===== src/hdl/kp_pkg.sv =====
`default_nettype none

package kp_pkg;

    // Host port widths
    typedef logic [7:0]  addr_t;
    typedef logic [15:0] word_t;

    // Key position as column * 4 + row
    typedef logic [3:0] key_code_t;

    typedef logic [7:0] byte_t;

    // Column dwell is scan_div + 1 cycles
    typedef logic [7:0] scan_div_t;

    // Register map in host byte addresses
    localparam addr_t ADDR_KEY   = 8'h00;
    localparam addr_t ADDR_CFG   = 8'h04;
    localparam addr_t ADDR_DCMD  = 8'h08;
    localparam addr_t ADDR_DDATA = 8'h0C;

    typedef struct packed {
        addr_t addr;
        logic  we;
        word_t wdata;
    } host_req_t;

    // dcx low selects a command byte
    typedef struct packed {
        logic  dcx;
        byte_t data;
    } disp_xfer_t;

    // 8080-style screen pins
    typedef struct packed {
        logic  csx;
        logic  dcx;
        logic  wrx;
        byte_t data;
    } disp_bus_t;

endpackage

`default_nettype wire


===== src/hdl/key_scanner.sv =====
`default_nettype none

module key_scanner (
    input  logic              clk,
    input  logic              rst,
    input  kp_pkg::scan_div_t scan_div,
    input  logic [3:0]        row,
    output logic [3:0]        column,
    output logic              key_event,
    output kp_pkg::key_code_t key_code
);

    logic [3:0]        row_meta;
    logic [3:0]        row_sync;
    kp_pkg::scan_div_t dwell_cnt;
    logic              dwell_end;
    logic              scan_end;
    logic              row_hit;
    logic              seen_cur;
    logic              seen_prev;
    logic [1:0]        col_idx;
    logic [1:0]        row_idx;

    // Two-flop synchroniser on the row inputs
    always_ff @(posedge clk, posedge rst) begin
        if (rst) begin
            row_meta <= '0;
            row_sync <= '0;
        end else begin
            row_meta <= row;
            row_sync <= row_meta;
        end
    end

    // A smaller scan_div written mid-dwell ends the dwell at once
    assign dwell_end = (dwell_cnt >= scan_div);
    assign scan_end  = dwell_end && column[3];
    assign row_hit   = |row_sync;

    // Dwell counter and one-hot column rotation
    always_ff @(posedge clk, posedge rst) begin
        if (rst) begin
            dwell_cnt <= '0;
            column    <= 4'b0001;
        end else if (dwell_end) begin
            dwell_cnt <= '0;
            column    <= {column[2:0], column[3]};
        end else begin
            dwell_cnt <= dwell_cnt + kp_pkg::scan_div_t'(1);
        end
    end

    // Column index from the one-hot drive
    always_comb begin
        case (column)
            4'b0010: col_idx = 2'd1;
            4'b0100: col_idx = 2'd2;
            4'b1000: col_idx = 2'd3;
            default: col_idx = 2'd0;
        endcase
    end

    // Lowest set row bit wins
    always_comb begin
        if (row_sync[0]) begin
            row_idx = 2'd0;
        end else if (row_sync[1]) begin
            row_idx = 2'd1;
        end else if (row_sync[2]) begin
            row_idx = 2'd2;
        end else begin
            row_idx = 2'd3;
        end
    end

    // seen_prev covers the last complete scan, seen_cur the one in progress
    always_ff @(posedge clk, posedge rst) begin
        if (rst) begin
            seen_cur  <= 1'b0;
            seen_prev <= 1'b0;
        end else if (scan_end) begin
            seen_prev <= seen_cur || row_hit;
            seen_cur  <= 1'b0;
        end else if (dwell_end && row_hit) begin
            seen_cur <= 1'b1;
        end
    end

    // Only a press after a clean scan makes an event
    always_ff @(posedge clk, posedge rst) begin
        if (rst) begin
            key_event <= 1'b0;
        end else begin
            key_event <= dwell_end && row_hit && !seen_prev && !seen_cur;
        end
    end

    always_ff @(posedge clk) begin
        if (dwell_end) begin
            key_code <= {col_idx, row_idx};
        end
    end

endmodule

`default_nettype wire


===== src/hdl/periph_regs.sv =====
`default_nettype none

module periph_regs #(
    parameter kp_pkg::scan_div_t RESET_SCAN_DIV = 8'd3
) (
    input  logic               clk,
    input  logic               rst,
    input  logic               req,
    input  kp_pkg::host_req_t  host_req,
    output logic               ack,
    output kp_pkg::word_t      rdata,
    input  logic               key_event,
    input  kp_pkg::key_code_t  key_code,
    output kp_pkg::scan_div_t  scan_div,
    output logic               disp_req,
    output kp_pkg::disp_xfer_t disp_xfer,
    input  logic               disp_ack
);

    kp_pkg::host_req_t host_q;
    logic              start;
    logic              decode;
    logic              is_disp;
    logic              is_cfg_wr;
    logic              key_read;
    logic              pending;
    kp_pkg::key_code_t code_q;
    kp_pkg::word_t     read_data;

    // Accept a request only once the previous access has fully closed
    assign start = req && !decode && !disp_req && !ack;

    assign is_disp = host_q.we &&
                     (host_q.addr == kp_pkg::ADDR_DCMD || host_q.addr == kp_pkg::ADDR_DDATA);
    assign is_cfg_wr = host_q.we && (host_q.addr == kp_pkg::ADDR_CFG);
    assign key_read  = decode && !host_q.we && (host_q.addr == kp_pkg::ADDR_KEY);

    always_ff @(posedge clk) begin
        if (start) begin
            host_q <= host_req;
        end
    end

    // Register read mux
    always_comb begin
        case (host_q.addr)
            kp_pkg::ADDR_KEY: read_data = kp_pkg::word_t'({pending, code_q});
            kp_pkg::ADDR_CFG: read_data = kp_pkg::word_t'(scan_div);
            default:          read_data = '0;
        endcase
    end

    // Host and display handshake control
    always_ff @(posedge clk, posedge rst) begin
        if (rst) begin
            decode   <= 1'b0;
            ack      <= 1'b0;
            disp_req <= 1'b0;
        end else begin
            decode <= start;
            if (decode) begin
                if (is_disp) begin
                    disp_req <= 1'b1;
                end else begin
                    ack <= 1'b1;
                end
            end else if (disp_req && disp_ack) begin
                // Screen cycle done so release the host
                disp_req <= 1'b0;
                ack      <= 1'b1;
            end else if (ack && !req) begin
                ack <= 1'b0;
            end
        end
    end

    always_ff @(posedge clk) begin
        if (decode) begin
            if (is_disp) begin
                disp_xfer.dcx  <= (host_q.addr == kp_pkg::ADDR_DDATA);
                disp_xfer.data <= host_q.wdata[7:0];
                rdata          <= '0;
            end else begin
                rdata <= host_q.we ? '0 : read_data;
            end
        end
    end

    // Configuration register
    always_ff @(posedge clk, posedge rst) begin
        if (rst) begin
            scan_div <= RESET_SCAN_DIV;
        end else if (decode && is_cfg_wr) begin
            scan_div <= host_q.wdata[7:0];
        end
    end

    // Key status where a new event beats a clearing read
    always_ff @(posedge clk, posedge rst) begin
        if (rst) begin
            pending <= 1'b0;
            code_q  <= '0;
        end else if (key_event) begin
            pending <= 1'b1;
            code_q  <= key_code;
        end else if (key_read) begin
            pending <= 1'b0;
        end
    end

endmodule

`default_nettype wire


===== src/hdl/screen_writer.sv =====
`default_nettype none

module screen_writer #(
    parameter int unsigned WR_PULSE = 2
) (
    input  logic               clk,
    input  logic               rst,
    input  logic               disp_req,
    input  kp_pkg::disp_xfer_t disp_xfer,
    output logic               disp_ack,
    output kp_pkg::disp_bus_t  disp_bus
);

    localparam int CNT_W = (WR_PULSE > 1) ? $clog2(WR_PULSE) : 1;

    typedef enum logic [2:0] {
        ST_IDLE,
        ST_SETUP,
        ST_LOW,
        ST_HIGH,
        ST_DONE
    } wr_state_t;

    wr_state_t        state;
    logic [CNT_W-1:0] pulse_cnt;
    logic             pulse_last;

    assign pulse_last = (pulse_cnt == CNT_W'(WR_PULSE - 1));

    // All pins come straight from flops
    always_ff @(posedge clk, posedge rst) begin
        if (rst) begin
            state         <= ST_IDLE;
            pulse_cnt     <= '0;
            disp_ack      <= 1'b0;
            disp_bus.csx  <= 1'b1;
            disp_bus.dcx  <= 1'b0;
            disp_bus.wrx  <= 1'b1;
            disp_bus.data <= '0;
        end else begin
            case (state)
                ST_IDLE: begin
                    if (disp_req) begin
                        // Select the chip and present dcx and data
                        disp_bus.csx  <= 1'b0;
                        disp_bus.dcx  <= disp_xfer.dcx;
                        disp_bus.data <= disp_xfer.data;
                        state         <= ST_SETUP;
                    end
                end
                ST_SETUP: begin
                    disp_bus.wrx <= 1'b0;
                    pulse_cnt    <= '0;
                    state        <= ST_LOW;
                end
                ST_LOW: begin
                    if (pulse_last) begin
                        // Screen latches on this rising edge
                        disp_bus.wrx <= 1'b1;
                        pulse_cnt    <= '0;
                        state        <= ST_HIGH;
                    end else begin
                        pulse_cnt <= pulse_cnt + CNT_W'(1);
                    end
                end
                ST_HIGH: begin
                    if (pulse_last) begin
                        disp_bus.csx <= 1'b1;
                        disp_ack     <= 1'b1;
                        state        <= ST_DONE;
                    end else begin
                        pulse_cnt <= pulse_cnt + CNT_W'(1);
                    end
                end
                ST_DONE: begin
                    // Hold ack until the request is withdrawn
                    if (!disp_req) begin
                        disp_ack <= 1'b0;
                        state    <= ST_IDLE;
                    end
                end
                default: state <= ST_IDLE;
            endcase
        end
    end

endmodule

`default_nettype wire


===== src/hdl/kp_periph_top.sv =====
`default_nettype none

module kp_periph_top #(
    parameter kp_pkg::scan_div_t RESET_SCAN_DIV = 8'd3,
    parameter int unsigned       WR_PULSE       = 2
) (
    input  logic              clk,
    input  logic              rst,
    input  logic              req,
    input  kp_pkg::host_req_t host_req,
    output logic              ack,
    output kp_pkg::word_t     rdata,
    input  logic [3:0]        row,
    output logic [3:0]        column,
    output kp_pkg::disp_bus_t disp_bus
);

    // Key link
    logic               key_event;
    kp_pkg::key_code_t  key_code;
    kp_pkg::scan_div_t  scan_div;

    // Display link
    logic               disp_req;
    kp_pkg::disp_xfer_t disp_xfer;
    logic               disp_ack;

    key_scanner i_key_scanner (
        .clk       (clk),
        .rst       (rst),
        .scan_div  (scan_div),
        .row       (row),
        .column    (column),
        .key_event (key_event),
        .key_code  (key_code)
    );

    periph_regs #(
        .RESET_SCAN_DIV (RESET_SCAN_DIV)
    ) i_periph_regs (
        .clk       (clk),
        .rst       (rst),
        .req       (req),
        .host_req  (host_req),
        .ack       (ack),
        .rdata     (rdata),
        .key_event (key_event),
        .key_code  (key_code),
        .scan_div  (scan_div),
        .disp_req  (disp_req),
        .disp_xfer (disp_xfer),
        .disp_ack  (disp_ack)
    );

    screen_writer #(
        .WR_PULSE (WR_PULSE)
    ) i_screen_writer (
        .clk       (clk),
        .rst       (rst),
        .disp_req  (disp_req),
        .disp_xfer (disp_xfer),
        .disp_ack  (disp_ack),
        .disp_bus  (disp_bus)
    );

endmodule

`default_nettype wire


===== config.mk =====
export PLATFORM = sky130hd
export DESIGN_NAME = kp_periph_top
export DESIGN_NICKNAME = d
export VERILOG_FILES = /design/src/hdl/kp_pkg.sv /design/src/hdl/key_scanner.sv /design/src/hdl/periph_regs.sv /design/src/hdl/screen_writer.sv /design/src/hdl/kp_periph_top.sv
export SDC_FILE = /design/constraint.sdc
export NUM_CORES = 1
export LEC_CHECK = 0
export ABC_CLOCK_PERIOD_IN_PS = 3000
export BUFFER_PORTS_ARGS = -buffer_cell sky130_fd_sc_hd__buf_2
export CORE_MARGIN = 2
export CORE_UTILIZATION = 45
export CTS_CLUSTER_DIAMETER = 80
export DETAILED_ROUTE_END_ITERATION = 12
export MAX_ROUTING_LAYER = met4
export PLACE_DENSITY = 0.81
export SETUP_SLACK_MARGIN = 0.15
export SLEW_MARGIN = 40
export SYNTH_ARGS = -nofsm -noshare
export SYNTH_HDL_FRONTEND = slang
export SYNTH_SLANG_ARGS = --single-unit

===== constraint.sdc =====
create_clock -name clk -period 3 [get_ports clk]
set_input_delay 0 -clock clk [delete_from_list [all_inputs] [get_ports clk]]
set_output_delay 0 -clock clk [all_outputs]
set_load 0.1 [all_outputs]

-- Word-level counts from Yosys, hierarchy flattened
Cells that the tools add are included.
- word-level logic and storage cells: 122
- output and inout port bits: 32
- bits in registers: 101
- $lt $le $gt $ge: 1
- muxes and demuxes: 30
- add/subtract/negate cells: 2
- reductions and logical operators: 44
- equal/unequal tests: 16
- operator list (operator ; number):
    1-bit 2-to-1 mux ; 17
    8-bit by 4-bit == test with 1-bit output, second input constant ; 2
    8-bit one-hot mux with 2 select lines ; 1
    3-bit one-hot mux with 5 select lines ; 1
    1-bit logical AND ; 14
    3-bit 2-to-1 mux ; 4
    2-bit nonzero test ; 6
    2-bit AND reduction ; 5
    8-bit by 1-bit adder with 8-bit output, second input constant ; 1
    8-bit by 3-bit == test with 1-bit output, second input constant ; 1
    8-bit >= comparator ; 1
    8-bit logical NOT ; 1
    8-bit 2-to-1 mux ; 1
    2-bit inequality test, second input constant ; 4
    1-bit logical NOT ; 7
    3-bit by 2-bit == test with 1-bit output, second input constant ; 2
    1-bit one-hot mux with 2 select lines ; 3
    2-bit one-hot mux with 3 select lines ; 1
    3-bit AND reduction ; 2
    3-bit nonzero test ; 2
    4-bit by 2-bit == test with 1-bit output, second input constant ; 1
    4-bit by 3-bit == test with 1-bit output, second input constant ; 1
    4-bit == test, second input constant ; 1
    2-bit by 1-bit inequality test with 1-bit output, second input constant ; 2
    other kinds (10) ; 12

-- Logic depth before layout (Yosys ltp)
Gate-level depths: netlist of run 1.
- word-level depth: 5
- gate-level depth with buffers: 8
- depth with buffers taken out: 7

-- Hierarchy
From an unflattened synthesis of run 1, not the netlist that was laid out.
- cell total of the unflattened synthesis: 261
- area total of the unflattened synthesis: 3802.4 um2
- modules (own cells, without submodules) (module ; cells an instance ; area an instance (um2) ; instances):
    periph_regs ; 108 ; 1891.8 ; 1
    key_scanner ; 101 ; 1194.9 ; 1
    screen_writer ; 52 ; 715.7 ; 1

-- Worst setup path before layout of run 1
OpenSTA, ideal clock, no wires.
- kind: register to register
- start: reg i_periph_regs.ack
- end: reg i_periph_regs.host_q[0] (netlist name), enable pin
- slack: -0.240 ns
- setup time: 0.444 ns
- clock period less this slack: 3.240 ns
- arrival time: 2.796 ns
- data required time: 2.556 ns
- stages on the path, launching flop included: 2
- path through: dfrtp_1 > nor4b_1
- cells in the longest elaborated chain, start to end: 2
- RTL lines (what ; RTL line ; RTL):
    start, declared ; periph_regs.sv:10 ; output logic ack,
    start signal, assigned ; periph_regs.sv:57 ; ack <= 1'b0;
    start signal, assigned ; periph_regs.sv:65 ; ack <= 1'b1;
    start signal, assigned ; periph_regs.sv:70 ; ack <= 1'b1;
    1-bit logical NOT ; periph_regs.sv:31 ; assign start = req && !decode && !disp_req && !ack;
    1-bit logical AND ; periph_regs.sv:31 ;
    named net i_periph_regs.start ; periph_regs.sv:21 ; logic start;
    end signal, assigned ; periph_regs.sv:40 ; host_q <= host_req;
    end, declared ; periph_regs.sv:20 ; kp_pkg::host_req_t host_q;
The timed path passes the listed nets, and every way through them passes these cells.
A chain may end at the register's enable or synchronous reset.

-- Worst setup path in the final report of run 1
- start: reg i_periph_regs.scan_div[1]
- end: reg i_key_scanner.column[3]
- cells in the longest elaborated chain, start to end: 1
- RTL lines (what ; RTL line ; RTL):
    start, declared ; periph_regs.sv:14 ; output kp_pkg::scan_div_t scan_div,
    start signal, assigned ; periph_regs.sv:94 ; scan_div <= host_q.wdata[7:0];
    8-bit >= comparator ; key_scanner.sv:36 ; assign dwell_end = (dwell_cnt >= scan_div);
    end signal, assigned ; key_scanner.sv:47 ; column <= {column[2:0], column[3]};
    end, declared ; key_scanner.sv:8 ; output logic [3:0] column,
No other way between the ends.

==> metrics.md, run 1 <==
| Metric | Value |
|---|---|
| Clk buf depth | 2 |
| Worst reg2reg endpoint | i_key_scanner.column[3] |
| Die width | 94.18 um |
| Post-synth ARST share | 59.14% |
| Synth Area in XOR/XNOR | 1.915% |
| Final setup fails | 0 |
| EDFF count, synth | 38 |
| Hold crit path type | input pin to async pin |
| CTS tree | yes |
| CP Buf/Inv Count | 1 |
| Slowest CP cell | dfstp_2 |
| 1st-iter DRT viols | 76 |
| CP Capture Type | register |
| Post-CTS Repair Setup Buffers | 0 |
| DRC Markers | 0 |
| H-tree depth | 3 |
| First-pass GRT wire length | 10.89 mm |
| Synth area leaders | dfrtp_1, edfxtp_1, mux2_2, dfstp_2, ha_1 |
| Overflow after GRT | 0 |
| Placed cells | 397 |
| Final core occ | 56.20% |
| IO Pins | 64 |
| Fmax | 0.4343 GHz |
| Flops & latches, synth | 93 |
| RSZ-0062 raised after global routing | false |
| Worst-path fanout max | 15 |
| Die Ht | 94.18 um |
| Layout cells sized above 1 | 30.54% |
| Leak Pwr | 1.919 nW |
| Largest family of logic cells by synthesized area | simple AND/OR/NAND/NOR gates |
| Skew final | 0.01108 ns |
| Dpl hpwl | 4.373 mm |
| Routed vias | 2,187 |
| PD cells | 697.7 nW/um^2 |
| Critical Path, Cell by Cell | inv_1 -> ha_1 -> and3_1 -> o21ai_0 -> a31o_2 -> nand2_1 -> mux2_2 |
| Fin nets | 370 |
| Reg2reg setup slack | 0.70 ns |
| Post-synthesis sequential area ratio | 68.96% |
| Core area | 7807 sq um |
| Worst-Margin Slew | 0.7540 ns |
| Worst skew pair latency | 0.35 ns |
| Final Hold Viols | 0 |
| Initial Utilization | 46.88% |
| Worst ir drop on vdd | 0.0004004 V |
| Crit path DAT | 2.54 ns |
| GRT Total Usage | 16.81% |
| Synthesis Warnings | 0 |
| Area of the die | 8870 sq um |
| Clock-pin transition on the worst setup and hold timing paths | 0.09 ns |
| Mapped Area | 3660 sq um |
| Reg2reg start | i_periph_regs.scan_div[1] |
| CP max stage delay | 0.55 ns |
| Compound-gate portion of the synthesized area | 5.265% |
| Syn Area/Cell | 14.52 sq um |
| Cell Count, Final, Fillers Out | 436 |
| Syn-to-layout area delta | 19.90% |
| Drt wl/cell | 15.07 um |
| Reg2reg path depth | 7 |
| Final worst-path cycle share | 76.76% |
| Setup crit start kind | register |
| Port Buffers | 47 |
| Detailed Routing Iterations Pass 1 | 7 |
| Main synth FF type | dfrtp_1 |
| Mux cell area share after synthesis | 7.966% |
| Antenna violations before repair | 0 |
| Cell count after synthesis | 252 |
| Yosys top cell area share | 34.19% |
| Unique masters post-synth | 45 |
| Status | complete, no violations |
| CP endpoint | i_key_scanner.column[3] |
| Power Total | 0.003062 W |
| Synth Area in Adders | 3.077% |
| ANT cells | 0 |
| Vias in the first global route | 2,253 |
| CP delay by family, top | simple AND/OR/NAND/NOR gates |
| RD Place Congestion | 0.8178 |
| Clock Sinks | 93 |
| Num CTS Buffers | 9 |
| Rows | 32 |
| Yosys top cell by area | dfrtp_1 |
| CP Launch Point | i_periph_regs.scan_div[1] |
| Setup TNS | 0 ns |
| Pin count of the biggest net entering global routing | 56 |
| Stages on worst setup path | 7 |
| Slew headroom | 49.55% |
| Root Buffer | clkbuf_8 |
| DRT Wirelength | 6.570 mm |
| Critical Path RT | 3.24 ns |
| Crit path time final | 2.303 ns |
| Via density | 5.016 |
| Kind of critical path | register to register |
| Simple-gate portion of the synthesized area | 9.094% |
| Max_cap viols | 0 |
| Final Max Tran Viols | 0 |
| Antenna viol nets, final | 0 |
## synth_stat cells, drive strengths merged, types with 6 or more instances
| master | instances |
|---|---|
| and3 | 7 |
| buf | 10 |
| dfrtp | 50 |
| edfxtp | 38 |
| ha | 9 |
| inv | 13 |
| mux2 | 25 |
| nand2 | 7 |
| nand3 | 6 |
| nor2 | 20 |
| o21ai | 11 |
## state kept, by name, summed over array words and instances (netlist names), 8 cells and up
register,flops
i_periph_regs.disp_xfer,9
i_screen_writer.disp_bus,11
i_periph_regs.host_q,17
i_periph_regs.scan_div,8
i_periph_regs.rdata,8
i_key_scanner.dwell_cnt,8
## worst min-delay path: stages
cell	delay (ns)
dlygate4sd3_1	0.53
buf_2	0.13
inv_4	0.47
## routing by layer
layer  global-route usage (%)  vias to the layer above  routed length [um]
li1                         -                     1042                   -
met4                    3.623                        0                  34
met1                    19.02                     1086                2639
met3                    5.136                        7                 282
met2                    29.52                       52                3614
met5                        -                        -                   0
## power by group
part	leakage, nW	total, W	switching [W]	internal (W)
Sequential	1.06	0.00161	0.000122	0.00149
Clock	0.0860	0.000706	0.000407	0.000300
Combinational	0.769	0.000749	0.000588	0.000161
## cell usage in the layout (no fill, tap or decap), drive strengths merged, types with 2 or more instances in the layout
cell          n
a21o          2
a21oi         3
a22oi         5
a31o          2
and2          3
and3          7
buf          48
clkbuf       10
clkinv        5
conb          8
dfrtp        50
dfstp         5
dlygate4sd3  23
edfxtp       38
ha            9
inv          13
mux2         25
nand2         7
nand2b        2
nand3         6
nor2         20
nor2b         2
nor3          4
nor3b         2
o211ai        2
o21ai        11
xnor2         3
xor2          5
## how the worst min path moves through the flow
stage	cells past startpoint	startpoint	endpoint	slack, ns
after floorplan	0	row[0]	i_key_scanner.row_meta[0]	0.03
after detailed placement	1	row[0]	i_key_scanner.row_meta[0]	0.11
final	3	rst	i_screen_writer.state[0]	0.29
after global routing	2	row[2]	i_key_scanner.row_meta[2]	0.27
after global placement	1	row[0]	i_key_scanner.row_meta[0]	0.11
after CTS	2	row[0]	i_key_scanner.row_meta[0]	0.26
## cell type report
cell class / count / area (sq um)
Multi-Input combinational cell: 141 / 1045
Fill cell: 628 / 3420
Tap cell: 102 / 127.6
Clock inverter: 6 / 40.04
Clock buffer: 10 / 127.6
Timing Repair Buffer: 71 / 473.0
Inverter: 13 / 51.30
Sequential cell: 93 / 2524
## metrics by stage
step                      hold slack [ns]  area, sq um  worst slack, ns
after floorplan                   0.03143         3692           0.6379
final                              0.2904         4388           0.6973
after detailed placement           0.1105         3990           0.6992
after CTS                          0.2628         4388           0.6933
after global placement             0.1092         3988           0.7560
after global routing               0.2734         4388           0.4222
## cells by family (layout without fill, tap and decap cells)
kind of cell | count (synthesis) | count (layout)
DFF | 93 | 93
adders and majority gates | 9 | 9
and+or+nand+nor | 60 | 60
buffers and inverters | 25 | 100
AOI/OAI and AO/OA | 30 | 30
xor gates and xnor gates | 8 | 8
other | 1 | 8
muxes | 26 | 26
## timing repair
action	in CTS	in global routing
hold endpoints to repair	72	0
resized for setup	0	0
hold buffers	23	0
endpoints found under the setup margin	0	0
Note: power is estimated with default switching activity, not from simulation.
==> run 2, diff against run 1 <==
ABC_CLOCK_PERIOD_IN_PS = 2200   (was 3000)
PLACE_DENSITY = 0.78   (was 0.81)
clock period = 2.2 ns   (was 3 ns; I/O delays follow)
==> metrics.md, run 2 (same netlist as run 1, synthesis figures left out) <==
| Metric | Value |
|---|---|
| Pin count of the biggest net entering global routing | 42 (was 56) |
| Dpl hpwl | 4.344 mm (was 4.373 mm) |
| Critical Path RT | 2.49 ns (was 3.24 ns) |
| CP delay by family, top | compound AO/OA/AOI/OAI gates (was simple AND/OR/NAND/NOR gates) |
| Kind of critical path | register to register (unchanged) |
| Worst-Margin Slew | 0.5131 ns (was 0.7540 ns) |
| Leak Pwr | 1.986 nW (was 1.919 nW) |
| CP Buf/Inv Count | 2 (was 1) |
| DRT Wirelength | 6.553 mm (was 6.570 mm) |
| Skew final | 0.006483 ns (was 0.01108 ns) |
| CP max stage delay | 0.44 ns (was 0.55 ns) |
| GR peak layer | met2 (unchanged) |
| First-pass GRT wire length | 10.65 mm (was 10.89 mm) |
| Reg2reg setup slack | 0.20 ns (was 0.70 ns) |
| Via density | 5.007 (was 5.016) |
| Initial Utilization | 46.88% (unchanged) |
| Critical Path, Cell by Cell | ha_1 -> a211oi_1 -> nor2_1 -> nor2_1 -> buf_4 -> a21boi_2 -> buf_4 -> a31o_2 (was inv_1 -> ha_1 -> and3_1 -> o21ai_0 -> a31o_2 -> nand2_1 -> mux2_2) |
| Final setup fails | 0 (unchanged) |
| Core area | 7807 sq um (unchanged) |
| Worst slack, placed | 0.1037 ns (was 0.6992 ns) |
| Worst Hold Margin | 0.2238 ns (was 0.2904 ns) |
| Setup crit start kind | register (unchanged) |
| Layout cells sized above 1 | 33.72% (was 30.54%) |
| Setup TNS | 0 ns (unchanged) |
| Syn-to-layout area delta | 23.56% (was 19.90%) |
| Largest register FFs | 17 (unchanged) |
| Sw power | 0.001537 W (was 0.001116 W) |
| Clock-pin transition on the worst setup and hold timing paths | 0.09 ns (about the same) |
| Commonest non-fill, non-tap cell in the layout | dfrtp_1 (unchanged) |
| Status | complete, no violations (unchanged) |
| Crit path time final | 1.999 ns (was 2.303 ns) |
| RSZ-0062 raised after global routing | true (was false) |
| Switch share | 35.28% (was 36.46%) |
| GRT Total Usage | 16.66% (was 16.81%) |
| Worst ir drop on vdd | 0.0006401 V (was 0.0004004 V) |
| Die width | 94.18 um (unchanged) |
| Worst reg2reg endpoint | i_key_scanner.column[0] (was i_key_scanner.column[3]) |
| Most flop-heavy register | i_periph_regs.host_q (unchanged) |
| Fin nets | 380 (was 370) |
| Hold crit path type | input pin to async pin (unchanged) |
| Top flop regs | i_periph_regs.host_q: 17 flops, i_screen_writer.disp_bus: 11 flops, i_periph_regs.disp_xfer: 9 flops (unchanged) |
| Met1 Resource Use GR | 19.92% (was 19.02%) |
| Drt wl/cell | 14.69 um (was 15.07 um) |
| Placed cells | 405 (was 397) |
| Seq pwr share | 50.1% (was 52.5%) |
| DRC Markers | 0 (unchanged) |
| Root Buffer | clkbuf_8 (unchanged) |
| Worst-path fanout max | 4 (was 15) |
| Combinational share of power | 24.2% (was 24.4%) |
| 1st-iter DRT viols | 125 (was 76) |
| Max_cap viols | 0 (unchanged) |
| Area of the die | 8870 sq um (unchanged) |
| Final worst-path cycle share | 90.88% (was 76.76%) |
| Final setup margin | 0.2006 ns (was 0.6973 ns) |
| Final Hold Viols | 0 (unchanged) |
| Met3 Usage GRT | 5.538% (was 5.136%) |
| Port Buffers | 47 (unchanged) |
| Clock power frac | 25.7% (was 23.1%) |
| H-tree depth | 3 (unchanged) |
| Antenna violations before repair | 0 (unchanged) |
| PD cells | 963.3 nW/um^2 (was 697.7 nW/um^2) |
| Worst skew pair latency | 0.35 ns (about the same) |
| Reg2reg start | i_key_scanner.dwell_cnt[5] (was i_periph_regs.scan_div[1]) |
| Crit path DAT | 2.29 ns (was 2.54 ns) |
| Num CTS Buffers | 9 (unchanged) |
| Clk buf depth | 2 (unchanged) |
| Routed vias | 2,233 (was 2,187) |
| Grt met2 use | 27.20% (was 29.52%) |
| Power Total | 0.004356 W (was 0.003062 W) |
| Fmax | 0.5002 GHz (was 0.4343 GHz) |
| IO Pins | 64 (unchanged) |
| Detailed Routing Iterations Pass 1 | 4 (was 7) |
| Slew headroom | 65.79% (was 49.55%) |
| CP Capture Type | register (unchanged) |
| Int Pwr | 0.002819 W (was 0.001945 W) |
| Clock Sinks | 93 (unchanged) |
| Overflow after GRT | 0 (unchanged) |
| Commonest non-fill, non-tap cells in the layout | dfrtp_1, buf_2, edfxtp_1 (unchanged) |
| Antenna viol nets, final | 0 (unchanged) |
| Slowest CP cell | dfrtp_1 (was dfstp_2) |
| CTS tree | yes (unchanged) |
| Cell Count, Final, Fillers Out | 446 (was 436) |
| ANT cells | 0 (unchanged) |
| RD Place Congestion | 0.7672 (was 0.8178) |
| Vias in the first global route | 2,210 (was 2,253) |
| Final Max Tran Viols | 0 (unchanged) |
| Die Ht | 94.18 um (unchanged) |
| Reg2reg path depth | 8 (was 7) |
| Rows | 32 (unchanged) |
==> run 2: cell type report <==
class | instances | area (sq um)
Tap cell | 102 | 127.6
Fill cell | 615 | 3286
Multi-Input combinational cell | 141 | 1071
Inverter | 13 | 51.30
Sequential cell | 93 | 2524
Clock inverter | 5 | 58.81
Timing Repair Buffer | 81 | 548.0
Clock buffer | 11 | 141.4
==> run 2: power groups by stage <==
stage               Clock [W]  Combinational (W)  Sequential, W
detailed placement          0            0.00102        0.00221
global route          0.00123            0.00112        0.00221
CTS                   0.00114            0.00105        0.00217
global placement            0            0.00100        0.00220
floorplan                   0           0.000339        0.00270
finish                0.00112            0.00105        0.00218
==> run 2: how the worst max path moves through the flow <==
stage	start	to	slack [ns]	cells after the start
2_1_floorplan	i_periph_regs.scan_div[1]	i_key_scanner.column[1]	0.17	8
5_1_grt	i_key_scanner.dwell_cnt[5]	i_key_scanner.seen_prev	0.11	7
3_3_place_gp	i_periph_regs.scan_div[1]	i_key_scanner.column[3]	0.17	7
6_report	i_key_scanner.dwell_cnt[5]	i_key_scanner.column[0]	0.20	8
3_5_place_dp	i_periph_regs.scan_div[1]	i_key_scanner.seen_prev	0.10	7
4_1_cts	i_periph_regs.host_q[22]	i_periph_regs.scan_div[2]	0.17	5
==> run 2: tightest hold or removal path, stage by stage <==
cell,delay [ns]
dlygate4sd3_1,0.53
buf_2,0.13
inv_4,0.37
==> run 2: what timing repair did <==
item,CTS,global route
hold buffers,23,0
setup endpoints to repair,5,19
resized for setup,2,6
endpoints found under the hold margin,56,0
pin swaps,0,3
buffers inserted,0,2
==> run 2: metal layers <==
metal	vias to the layer above	routed length (um)
met5	-	0
met4	0	47
met3	8	355
met2	72	3389
met1	1097	2761
li1	1056	-
==> run 2: through the flow <==
step | util, % | instance area (sq um)
after floorplan | - | 3705
after global placement | 51.84 | 4048
after detailed placement | 51.88 | 4050
after CTS | 57.42 | 4483
after global routing | 57.92 | 4522
final | 57.92 | 4522
==> run 3, diff against run 2 <==
CORE_ASPECT_RATIO = 1.25   (was not set)
==> metrics.md, run 3 (same netlist as run 1, synthesis figures left out) <==
| Metric | Value |
|---|---|
| Top flop regs | i_periph_regs.host_q: 17 flops, i_screen_writer.disp_bus: 11 flops, i_periph_regs.disp_xfer: 9 flops (unchanged) |
| RSZ-0062 raised after global routing | true (unchanged) |
| Final setup fails | 0 (unchanged) |
| Fin nets | 380 (unchanged) |
| Drt wl/cell | 14.02 um (was 14.69 um) |
| Crit path time final | 2.000 ns (was 1.999 ns) |
| Critical Path RT | 2.44 ns (was 2.49 ns) |
| Critical Path, Cell by Cell | inv_2 -> ha_4 -> and3_1 -> o21ai_1 -> a31o_2 -> a21boi_2 -> mux2_4 (was ha_1 -> a211oi_1 -> nor2_1 -> nor2_1 -> buf_4 -> a21boi_2 -> buf_4 -> a31o_2) |
| Num CTS Buffers | 9 (unchanged) |
| Port Buffers | 47 (unchanged) |
| Final Hold Viols | 0 (unchanged) |
| Initial Utilization | 46.70% (was 46.88%) |
| Setup TNS | 0 ns (unchanged) |
| Largest register FFs | 17 (unchanged) |
| Fmax | 0.5001 GHz (was 0.5002 GHz) |
| Pin count of the biggest net entering global routing | 30 (was 42) |
| Reg2reg path depth | 7 (was 8) |
| Overflow after GRT | 0 (unchanged) |
| Leak Pwr | 1.998 nW (was 1.986 nW) |
| Reg2reg setup slack | 0.20 ns (about the same) |
| Dpl hpwl | 4.199 mm (was 4.344 mm) |
| Clk buf depth | 2 (unchanged) |
| GRT Total Usage | 14.87% (was 16.66%) |
| Final worst-path cycle share | 90.90% (was 90.88%) |
| Commonest non-fill, non-tap cell in the layout | dfrtp_1 (unchanged) |
| IO Pins | 64 (unchanged) |
| Reg2reg start | i_periph_regs.scan_div[1] (was i_key_scanner.dwell_cnt[5]) |
| Max_cap viols | 0 (unchanged) |
| Core area | 7838 sq um (was 7807 sq um) |
| Worst ir drop on vdd | 0.0006585 V (was 0.0006401 V) |
| Status | complete, no violations (unchanged) |
| Kind of critical path | register to register (unchanged) |
| Die width | 84.66 um (was 94.18 um) |
| 1st-iter DRT viols | 77 (was 125) |
| CP max stage delay | 0.56 ns (was 0.44 ns) |
| ANT cells | 0 (unchanged) |
| CP delay by family, top | flip-flops (was compound AO/OA/AOI/OAI gates) |
| Final Max Tran Viols | 0 (unchanged) |
| CP Buf/Inv Count | 1 (was 2) |
| CTS tree | yes (unchanged) |
| Antenna violations before repair | 0 (unchanged) |
| Skew final | 0.01152 ns (was 0.006483 ns) |
| Routed vias | 2,197 (was 2,233) |
| Slowest CP cell | dfstp_2 (was dfrtp_1) |
| Rows | 36 (was 32) |
| Commonest non-fill, non-tap cells in the layout | dfrtp_1, buf_2, edfxtp_1 (unchanged) |
| Worst skew pair latency | 0.36 ns (was 0.35 ns) |
| Detailed Routing Iterations Pass 1 | 4 (unchanged) |
| H-tree depth | 3 (unchanged) |
| Die Ht | 104.8 um (was 94.18 um) |
| Setup crit start kind | register (unchanged) |
| Final Instance Area | 4539 sq um (was 4522 sq um) |
| First-pass GRT wire length | 9.936 mm (was 10.65 mm) |
| Crit path DAT | 2.24 ns (was 2.29 ns) |
| Slew headroom | 56.29% (was 65.79%) |
| DRC Markers | 0 (unchanged) |
| Clock-pin transition on the worst setup and hold timing paths | 0.09 ns (about the same) |
| Area of the die | 8874 sq um (was 8870 sq um) |
| Post-Place Cell Area | 4036 sq um (was 4050 sq um) |
| PD cells | 965.7 nW/um^2 (was 963.3 nW/um^2) |
| Worst reg2reg endpoint | i_key_scanner.seen_prev (was i_key_scanner.column[0]) |
| Fillers | 621 (was 615) |
| Clock Sinks | 93 (unchanged) |
| Via density | 5.005 (was 5.007) |
| Root Buffer | clkbuf_8 (unchanged) |
| Worst-Margin Slew | 0.6546 ns (was 0.5131 ns) |
| Hold crit path type | input pin to async pin (unchanged) |
| CP Capture Type | register (unchanged) |
| Worst-path fanout max | 5 (was 4) |
| RD Place Congestion | 0.7665 (was 0.7672) |
| DRT Wirelength | 6.156 mm (was 6.553 mm) |
| Most flop-heavy register | i_periph_regs.host_q (unchanged) |
| Antenna viol nets, final | 0 (unchanged) |
| Syn-to-layout area delta | 24.03% (was 23.56%) |
| Vias in the first global route | 2,104 (was 2,210) |
| Layout cells sized above 1 | 34.01% (was 33.72%) |
run 3: worst max-delay path by stage:
stage / slack, ns / depth (start not counted) / from / end
CTS: 0.12 / 7 / i_periph_regs.scan_div[1] / i_key_scanner.seen_prev
finish: 0.20 / 7 / i_periph_regs.scan_div[1] / i_key_scanner.seen_prev
detailed placement: 0.08 / 7 / i_periph_regs.scan_div[1] / i_key_scanner.seen_prev
global route: 0.11 / 5 / i_periph_regs.host_q[22] / i_periph_regs.scan_div[7]
floorplan: 0.17 / 8 / i_periph_regs.scan_div[1] / i_key_scanner.column[1]
global placement: 0.17 / 5 / i_periph_regs.host_q[22] / i_periph_regs.scan_div[7]
run 3: power by group:
group | switching (W) | internal, W
registers | 0.000152 | 0.00202
clock network | 0.000562 | 0.000600
logic | 0.000808 | 0.000237
total | 0.00152 | 0.00286
run 3: area by class of cell:
cell class / count / area (sq um) / area share (%)
Sequential cell: 93 / 2524 / 55.60
Timing Repair Buffer: 81 / 560.5 / 12.35
Clock buffer: 12 / 156.4 / 3.445
Clock inverter: 4 / 52.55 / 1.158
Inverter: 13 / 48.80 / 1.075
Tap cell: 95 / 118.9 / 2.619
Multi-Input combinational cell: 141 / 1079 / 23.76
run 3: timing repair:
action / CTS / global route
hold endpoints to repair: 46 / 0
gates cloned: 0 / 0
pin swaps: 0 / 3
endpoints found under the setup margin: 17 / 29
buffers inserted: 0 / 4
gates resized for setup: 2 / 8
hold buffers: 23 / 0
run 3: stage by stage:
stage | total power (W) | hold slack (ns) | utilization (%) | cells | setup WS, ns
after floorplan | 0.003035 | 0.03143 | - | 259 | 0.1696
after global placement | 0.003201 | 0.1077 | 51.50 | 396 | 0.1721
after detailed placement | 0.003225 | 0.1093 | 51.50 | 396 | 0.07798
after CTS | 0.004420 | 0.2539 | 57.12 | 435 | 0.1227
after global routing | 0.004575 | 0.2704 | 57.92 | 439 | 0.1081
final | 0.004384 | 0.2714 | 57.92 | 439 | 0.2002
run 3: tightest hold or removal path, delay by kind of cell:
family,cells,cell delay [ns]
buffers and inverters,3,1.12
run 3: per-layer routing:
layer  vias up  part of all wire, %  global-route usage [%]
li1       1060                    -                       -
met1      1083                   42                   17.42
met2        46                   53                   24.18
met3         8                  4.2                   4.423
met4         0                  1.6                   5.669
met5         -                    0                       -
